[src/rtl/MemBridgePkg.sv]
// ##############################
// Memory bridge types
// ##############################

`default_nettype none

package MemBridgePkg;

    // bus word widths
    localparam int ADDR_WIDTH = 32;
    localparam int ENTRY_WIDTH = 64;
    localparam int SERIAL_WIDTH = 4;

    typedef logic [ADDR_WIDTH-1:0] AddrPath;              // byte address
    typedef logic [ENTRY_WIDTH-1:0] MemoryEntryDataPath;  // one entry per access
    typedef logic [SERIAL_WIDTH-1:0] MemAccessSerial;     // read id
    typedef logic [SERIAL_WIDTH-1:0] MemWriteSerial;      // write id

    // one finished write
    typedef struct packed {
        logic valid;
        MemWriteSerial serial;
    } MemAccessResponse;

    // core reset is stretched by this many clocks after arstN rises
    localparam int RESET_CYCLES = 4;
    localparam int RESET_COUNT_WIDTH = $clog2(RESET_CYCLES + 1);

    typedef enum logic [1:0] {
        Idle  = 2'd0,   // waiting for a core strobe
        Hold  = 2'd1,   // request held, pin side busy
        Issue = 2'd2    // pin strobe this cycle
    } BridgeState;

endpackage : MemBridgePkg

`default_nettype wire

[src/rtl/ReturnRegister.sv]
// ##############################
// Return path register
// ##############################

`timescale 1ns/100ps
`default_nettype none

module ReturnRegister (
input
    logic coreClk,
    logic arstN,
    logic rst,
    logic pinMemReadDataReady,
    MemBridgePkg::MemoryEntryDataPath pinMemReadData,
    MemBridgePkg::MemAccessSerial pinMemReadSerial,
    MemBridgePkg::MemAccessResponse pinMemAccessResponse,
output
    logic coreMemReadDataReady,
    MemBridgePkg::MemoryEntryDataPath coreMemReadData,
    MemBridgePkg::MemAccessSerial coreMemReadSerial,
    MemBridgePkg::MemAccessResponse coreMemAccessResponse
);

    logic respValid;
    MemBridgePkg::MemWriteSerial respSerial;

    always_ff @(posedge coreClk or negedge arstN) begin
        if (!arstN) begin
            coreMemReadDataReady <= 1'b0;
            respValid <= 1'b0;
        end else if (rst) begin
            coreMemReadDataReady <= 1'b0;
            respValid <= 1'b0;
        end else begin
            coreMemReadDataReady <= pinMemReadDataReady;
            respValid <= pinMemAccessResponse.valid;
        end
    end

    // last valid read stays visible between returns
    always_ff @(posedge coreClk) begin
        if (pinMemReadDataReady) begin
            coreMemReadData <= pinMemReadData;
            coreMemReadSerial <= pinMemReadSerial;
        end
        respSerial <= pinMemAccessResponse.serial;
    end

    always_comb begin
        coreMemAccessResponse.valid = respValid;
        coreMemAccessResponse.serial = respSerial;
    end

endmodule : ReturnRegister

`default_nettype wire

[config.mk]
export PLATFORM = sky130hd
export DESIGN_NAME = ReturnRegister
export DESIGN_NICKNAME = d
export VERILOG_FILES = /design/src/rtl/MemBridgePkg.sv /design/src/rtl/ReturnRegister.sv
export SDC_FILE = /design/constraint.sdc
export NUM_CORES = 1
export LEC_CHECK = 0
export ABC_AREA = 1
export BUFFER_PORTS_ARGS = -buffer_cell sky130_fd_sc_hd__buf_2
export CAP_MARGIN = 30
export CORE_ASPECT_RATIO = 2
export CORE_UTILIZATION = 43
export DETAILED_ROUTE_END_ITERATION = 16
export PLACE_DENSITY = 0.83
export RECOVER_POWER = 100
export SETUP_SLACK_MARGIN = 0.5
export SLEW_MARGIN = 10
export SYNTH_ARGS = -nofsm -noshare
export SYNTH_HDL_FRONTEND = slang
export SYNTH_SLANG_ARGS = --single-unit
export TNS_END_PERCENT = 10
[constraint.sdc]
create_clock -name coreClk -period 1.2 [get_ports coreClk]
set_input_delay 0.18 -clock coreClk [delete_from_list [all_inputs] [get_ports coreClk]]
set_output_delay 0.18 -clock coreClk [all_outputs]
set_load 0.02 [all_outputs]
Word-level counts from Yosys, hierarchy flattened
Index checks and enable logic that the tools add are counted.
- input bits: 77
- output and inout port bits: 74
- register bits after elaboration: 74
- logic and storage cells: 7
- multiplexer cells: 2
- operator list (cell ; count):
    2-to-1 mux 1 bit ; 2

Logic depth before layout (Yosys ltp)
Gate-level depths: netlist of the first run.
- depth after elaboration: 1
- gate-level depth with buffers: 2
- depth with buffers taken out: 2

Worst setup path before layout of the first run
OpenSTA, ideal clock, no wires.
- kind: register to output
- from: reg respValid
- to: out coreMemAccessResponse[4] (netlist name)
- cell stages (with the launch flop): 2
- path buffers: 1
- data arrival time: 0.482 ns
- setup slack: 0.538 ns
- data required time: 1.020 ns
- cell sequence: dfrtp_1 > buf_4
- RTL lines (what ; RTL line ; source):
    start, declared ; ReturnRegister.sv:24 ; logic respValid;
    start signal, assigned ; ReturnRegister.sv:36 ; respValid <= pinMemAccessResponse.valid;
    end, declared ; ReturnRegister.sv:21 ; MemBridgePkg::MemAccessResponse coreMemAccessResponse
No word-level cell between the ends.

Worst setup path after layout of the first run
- from: reg coreMemReadData[11]
- to: out coreMemReadData[11]
- RTL lines (what ; RTL line ; source):
    start, declared ; ReturnRegister.sv:19 ; MemBridgePkg::MemoryEntryDataPath coreMemReadData,
    start signal, assigned ; ReturnRegister.sv:43 ; coreMemReadData <= pinMemReadData;
No word-level cell between the ends.

==> implementation parameters, run 1 <==
Parameter                              Value

Yosys
  Synth top cells by count    edfxtp_1 (68), dfxtp_1 (4), dfrtp_1 (2), inv_1 (2), nor2_1 (2)
  Area share of the largest cell type after synthesis    0.9304
  Adder-cell share of the synthesized area    0
  Share of cell area taken by muxes after synthesis    0
  Register area share after synthesis    0.9897
  Net count after synthesis    156
  Flops & latches, synth    74
  Area fraction in and, or, nand and nor cells after synthesis    0.003421
  Mean instance size in the synthesized netlist    27.78 µm²
  Synth warnings    0
  Fraction of the mapped netlist area in compound gates    0
  Summed instance area of the synthesized netlist    0.002195 mm²
  Primary flip-flop cell chosen by synthesis mapping    edfxtp_1
  Main area contributors after synthesis    edfxtp_1 (93%), dfxtp_1 (3.6%), dfrtp_1 (2.3%), buf_4 (0.34%), inv_1 (0.34%)
  Post-synthesis cell type with the largest combined area    edfxtp_1
  Most common cell in the synthesized netlist    edfxtp_1
  Yosys cell types    6
  Number of enable-type register cells in the synthesized netlist    68
  Post-synth ARST share    0.02703
  Post-Synthesis Cells    79
  Xor-xnor portion of the synthesized cell area    0
  Largest family of logic cells by synthesized area    buffers and inverters

Detailed routing
  Detail-routed net length per standard cell    16.57 µm
  Via Count    1402
  Number of iterations in the first detailed-routing pass    4
  Vias per cell    4.552
  Antenna Violating Nets Remaining    0
  Total DRC errors in the routed layout    0
  Total wire length    5105 µm
  Initial detailed-routing violation count    40

STA
  Final Max Tran Viols    0
  Worst Max-Slew Pin Slew    904.5 ps
  Total Neg Setup Slack    0 ps
  Final worst setup slack    96.01 ps
  F_max    905.8 MHz
  Headroom to the max-slew limit    0.3970
  Unrepaired setup endpoints after global routing    yes
  Min Clock Period, post-route    1104 ps
  Final critical-path share of the clock period    0.9200
  Number of endpoints failing setup at the final stage    0
  Worst hold slack across all endpoints    18.37 ps
  Number of hold violations in the final report    0

Min path
  Hold WC Path Type    in2reg

Pwr
  Internal portion of total power    4085 µW
  Combinational fraction of design power    0.113
  Leakage power total    0.001342 µW
  Sequential group share of total power    0.579
  Sw Share    0.2350
  IR Drop Worst-Case VDD    1.230 mV
  Net switching power    1255 µW
  PD cells    1671 mW/mm²
  Clock network fraction of total power    0.308

Global route
  Number of global-route vias before repair    1313
  Gr usage total    0.1871
  Pin count of the biggest net entering global routing    70
  Global-route wire length before repair    6527 µm
  GR Overflow Total    0
  Initial antenna violation count    0

Floorplan
  Die Y    103.0 µm
  Top-level I/O count    151
  Chip Width    52.52 µm
  Number of standard-cell rows in the floorplan    36
  Starting density of the core    0.4511
  Area enclosed by the die boundary    0.005411 mm²
  Core footprint    0.004865 mm²

Worst setup path
  Slowest cell on crit path    edfxtp_1
  Delay-heaviest family, CP    flip-flops
  Startpoint types    flop
  Endpoint type of the worst setup path    output port
  Combined buffer and inverter count along the critical path    1
  Cell chain of the critical path    buf_2
  Max stage delay on crit path    410 ps
  CP Data Arrival Time    920 ps
  Worst Path Required    1020 ps
  Type of the setup path with the least slack    reg2out
  Peak fanout along the critical path    1

Clock tree
  Root buffer cell    clkbuf_8
  Clock tree from TritonCTS    built
  Number of hold buffers added after cts    6
  CTS H-Tree Depth    3
  Maximum number of buffers from clock root to sink    2
  Setup repair bufs after CTS    0
  Clock transition at the registers of the reported paths    70 ps
  Clock sink count    74
  Cts bufs inserted    9

Cells and area
  Nets    323
  Area delta synth->final    45.67%
  Share of the core filled with cells    0.6572
  Number of fill cells    388
  Count of antenna diodes in the layout    0
  Layout cells sized above 1    0.4861
  Final non-filler cell area    0.003197 mm²

Placement
  Worst Setup Slack post-DPL    225.8 ps
  Count of input and output buffers    150
  Cell area reported after detailed placement    0.003029 mm²
  Placer's final routability congestion estimate    0.7359

Run status
  Run status    finished clean

Flow run
  Max cap viols    0
-- power by group through the flow --
stage	Combinational, µW	Clock, µW	Sequential, µW
final	602	1650	3090
after global routing	640	1800	3110
after CTS	650	1680	3080
after detailed placement	629	0	3140
after global placement	613	0	3120
after floorplan	7.41	0	3400
-- layout make-up --
cell class / instances / area [µm²] / area share
sequential: 74 / 2172 / 0.6795
clock buffer: 13 / 158.9 / 0.04971
timing repair buffer: 157 / 764.5 / 0.2391
clock inverter: 3 / 15.01 / 0.004697
tap: 57 / 71.32 / 0.02231
inverter: 2 / 7.507 / 0.002348
multi-input combinational: 2 / 7.507 / 0.002348
-- state kept, by name, summed over array words and instances, names as in the netlist --
name / flops
coreMemReadData: 64
coreMemReadSerial: 4
respSerial: 4
coreMemReadDataReady: 1
respValid: 1
-- cells in the final DEF, fill, tap and decap left out --
cell,count
buf_2,73
edfxtp_1,68
clkbuf_8,11
clkbuf_4,1
inv_1,2
dfxtp_1,4
dfrtp_1,2
dlygate4sd3_1,6
clkinv_2,3
nor2_1,2
clkbuf_1,45
clkbuf_2,34
-- per-layer routing --
metal / track usage / vias to the layer above / share of wire / wire length, µm
li1: - / 640 / - / -
met5: 0 / - / 0 / 0
met2: 0.3057 / 93 / 0.52 / 2674
met4: 0.1235 / 0 / 0.032 / 163
met1: 0.1834 / 655 / 0.33 / 1696
met3: 0.08555 / 14 / 0.11 / 570
-- logic make-up after synthesis --
kind of cell,after synthesis
buffers and inverters,3
flip-flops,74
AND/OR/NAND/NOR,2
-- stage by stage --
stage | cells | total power (µW)
after floorplan | 79 | 3407
after global placement | 286 | 3736
after detailed placement | 286 | 3767
after CTS | 308 | 5417
after global routing | 308 | 5553
final | 308 | 5340
-- timing repair --
| action | 4_1_cts | 5_1_grt |
|---|---|---|
| pin swaps | 0 | 0 |
| endpoints found under the setup margin | 74 | 74 |
| resized for setup | 4 | 10 |
| endpoints found under the hold margin | 9 | 11 |
-- path summary, 6_finish.rpt --
path,start,endpoint,slack (ps),cells after the start
max,coreMemReadData[11],coreMemReadData[11],100,1
min,pinMemReadData[5],coreMemReadData[5],20,1
max in group asynchronous,arstN,respValid,910,2
min in group asynchronous,arstN,coreMemReadDataReady,160,2
(Power assumes the default switching activity.)
==> run 2: changes to the inputs <==
--- a/config.mk
+++ b/config.mk
@@ -13,6 +13,7 @@
 export DETAILED_ROUTE_END_ITERATION = 16
 export PLACE_DENSITY = 0.83
 export RECOVER_POWER = 100
+export REMOVE_ABC_BUFFERS = 1
 export SETUP_SLACK_MARGIN = 0.5
 export SLEW_MARGIN = 10
 export SYNTH_ARGS = -nofsm -noshare
==> run 2 against run 1 <==
Against the previous run:
- combinational power decreased by 1%
- critical path type unchanged
- largest power group unchanged
- largest cell class unchanged
- clock power up 3%
- sequential power is essentially flat
- highest routed layer unchanged
==> implementation parameters, run 2 (same netlist as run 1, synthesis figures left out) <==
Parameter                              Value

Pwr
  Sw Share    0.2293 (-0.005670)
  Sequential group share of total power    0.574 (-0.005)
  Combinational fraction of design power    0.110 (-0.003)
  Leakage power total    0.001340 µW (-0.13%)
  Final Total Pwr    5376 µW (+0.67%)
  Net switching power    1233 µW (-1.8%)
  IR Drop Worst-Case VDD    1.170 mV (-4.8%)
  Internal portion of total power    4143 µW (+1.4%)
  Clock network fraction of total power    0.316 (+0.008)
  PD cells    1676 mW/mm² (+0.35%)

Worst setup path
  Peak fanout along the critical path    1 (unchanged)
  Type of the setup path with the least slack    reg2out
  Startpoint types    flop
  Cell chain of the critical path    clkbuf_1
  CP Data Arrival Time    910 ps (about the same)
  Combined buffer and inverter count along the critical path    1 (unchanged)
  Max stage delay on crit path    330 ps (-80 ps)
  Endpoint type of the worst setup path    output port
  Worst Path Required    1020 ps (about the same)
  Slowest cell on crit path    edfxtp_1
  Delay-heaviest family, CP    flip-flops

Clock tree
  CTS H-Tree Depth    3 (unchanged)
  Maximum number of buffers from clock root to sink    2 (unchanged)
  Number of hold buffers added after cts    6 (unchanged)
  Clock transition at the registers of the reported paths    70 ps (about the same)
  Root buffer cell    clkbuf_8
  Clock tree from TritonCTS    built
  Setup repair bufs after CTS    0 (unchanged)
  Cts bufs inserted    9 (unchanged)
  Clock sink count    74 (unchanged)

Detailed routing
  Total wire length    4635 µm (-9.2%)
  Initial detailed-routing violation count    33 (-18%)
  Via Count    1389 (-0.93%)
  Vias per cell    4.495 (-1.2%)
  Total DRC errors in the routed layout    0 (unchanged)
  Detail-routed net length per standard cell    15.00 µm (-9.5%)
  Antenna Violating Nets Remaining    0 (unchanged)
  Number of iterations in the first detailed-routing pass    4 (unchanged)

STA
  Number of hold violations in the final report    0 (unchanged)
  Final critical-path share of the clock period    0.9077 (-0.01230)
  Total Neg Setup Slack    0 ps (unchanged)
  Worst Max-Slew Pin Slew    662.7 ps (-241.9 ps)
  Headroom to the max-slew limit    0.5582 (+0.1613)
  Unrepaired setup endpoints after global routing    yes
  F_max    918.1 MHz (+1.4%)
  Min Clock Period, post-route    1089 ps (-14.75 ps)
  Final Max Tran Viols    0 (unchanged)
  Number of endpoints failing setup at the final stage    0 (unchanged)

Placement
  Count of input and output buffers    150 (unchanged)
  Cell area reported after detailed placement    0.003037 mm² (+0.25%)
  Placer's final routability congestion estimate    0.6625 (-10%)
  # placed instances    287 (+0.35%)
  Post-detail-place hpwl    3411 µm

Cells and area
  Largest registers in the final layout    coreMemReadData (64), coreMemReadSerial (4), respSerial (4)
  Max FFs per register    64 (unchanged)
  Area delta synth->final    46.12%
  Leading cell types in the layout, fill and taps excluded    buf_2 (73), edfxtp_1 (68), clkbuf_1 (48), clkbuf_2 (32), clkbuf_8 (12)
  Area occupied by multi-input gates    7.507 µm² (unchanged)
  Area of all sequential standard cells    0.002172 mm² (unchanged)
  Most common library cell in the layout ignoring fill and taps    buf_2
  Finished Layout Cells    309 (+0.32%)
  Count of antenna diodes in the layout    0 (unchanged)
  Number of fill cells    396 (+2.1%)
  Nets    324 (+0.31%)
  Register bank with the most flops    coreMemReadData
  Layout cells sized above 1    0.4762 (-0.009865)
  Final non-filler cell area    0.003207 mm² (+0.31%)

Floorplan
  Starting density of the core    0.4511 (unchanged)
  Number of standard-cell rows in the floorplan    36 (unchanged)
  Core footprint    0.004865 mm² (unchanged)
  Chip Width    52.52 µm (unchanged)
  Top-level I/O count    151 (unchanged)
  Die Y    103.0 µm (unchanged)
  Area enclosed by the die boundary    0.005411 mm² (unchanged)

Run status
  Run status    finished clean

Global route
  Initial antenna violation count    0 (unchanged)
  Number of global-route vias before repair    1388 (+5.7%)
  Gr usage total    0.1808 (-0.006339)
  Global-route wire length before repair    6410 µm (-1.8%)
  GR Overflow Total    0 (unchanged)
  Pin count of the biggest net entering global routing    51 (-27%)

Min path
  Hold WC Path Type    in2reg

Flow run
  Max cap viols    0 (unchanged)
-- run 2: cell types whose count changed in the layout (fill, tap and decap cells not counted), sizes merged --
cell / previous run / this run
clkbuf: 91 / 93
clkinv: 3 / 2
-- run 2: final timing paths --
| check | end | depth (start not counted) | from |
|---|---|---|---|
| max | coreMemReadData[60] | 1 | coreMemReadData[60] |
| min | coreMemReadData[39] | 1 | pinMemReadData[39] |
| max in group asynchronous | coreMemReadDataReady | 2 | arstN |
| min in group asynchronous | respValid | 2 | arstN |
-- run 2: timing repair --
item,4_1_cts,5_1_grt
pin swaps,0,0
endpoints found under the setup margin,74,74
gates cloned,0,0
hold endpoints to repair,15,14
gates resized for setup,2,12
-- run 2: routing by layer --
metal  part of all wire  wire length, µm  track usage
met2               0.55             2530       0.2921
met1               0.34             1558       0.1806
met4              0.026              119       0.1336
met3              0.092              427      0.07227
met5                  0                0            0
-- run 2: through the flow --
| step | utilization | hold WS (ps) | setup slack (ps) |
|---|---|---|---|
| 5_1_grt | 0.6592 | -7.624 | 54.28 |
| 6_report | 0.6592 | 19.93 | 110.8 |
| 3_5_place_dp | 0.6242 | -35.01 | 290.2 |
| 4_1_cts | 0.6754 | -2.425 | 110.8 |
| 2_1_floorplan | - | -115.6 | 570.5 |
| 3_3_place_gp | 0.6242 | -35.34 | 295.1 |
-- run 2: power groups by stage --
stage          registers (µW)  clock network [µW]  logic (µW)
5_1_grt                  3100                1860         637
3_3_place_gp             3120                   0         614
3_5_place_dp             3130                   0         626
4_1_cts                  3080                1760         645
2_1_floorplan            3400                   0        2.58
6_report                 3080                1700         594
-- run 2: cell type report --
type	count	area share
clock buffers	14	0.05384
clock inverters	2	0.003121
inverters	2	0.002341
multi-input cells	2	0.002341
flip-flops and latches	74	0.6773
well taps	57	0.02224
repair buffers	158	0.2388
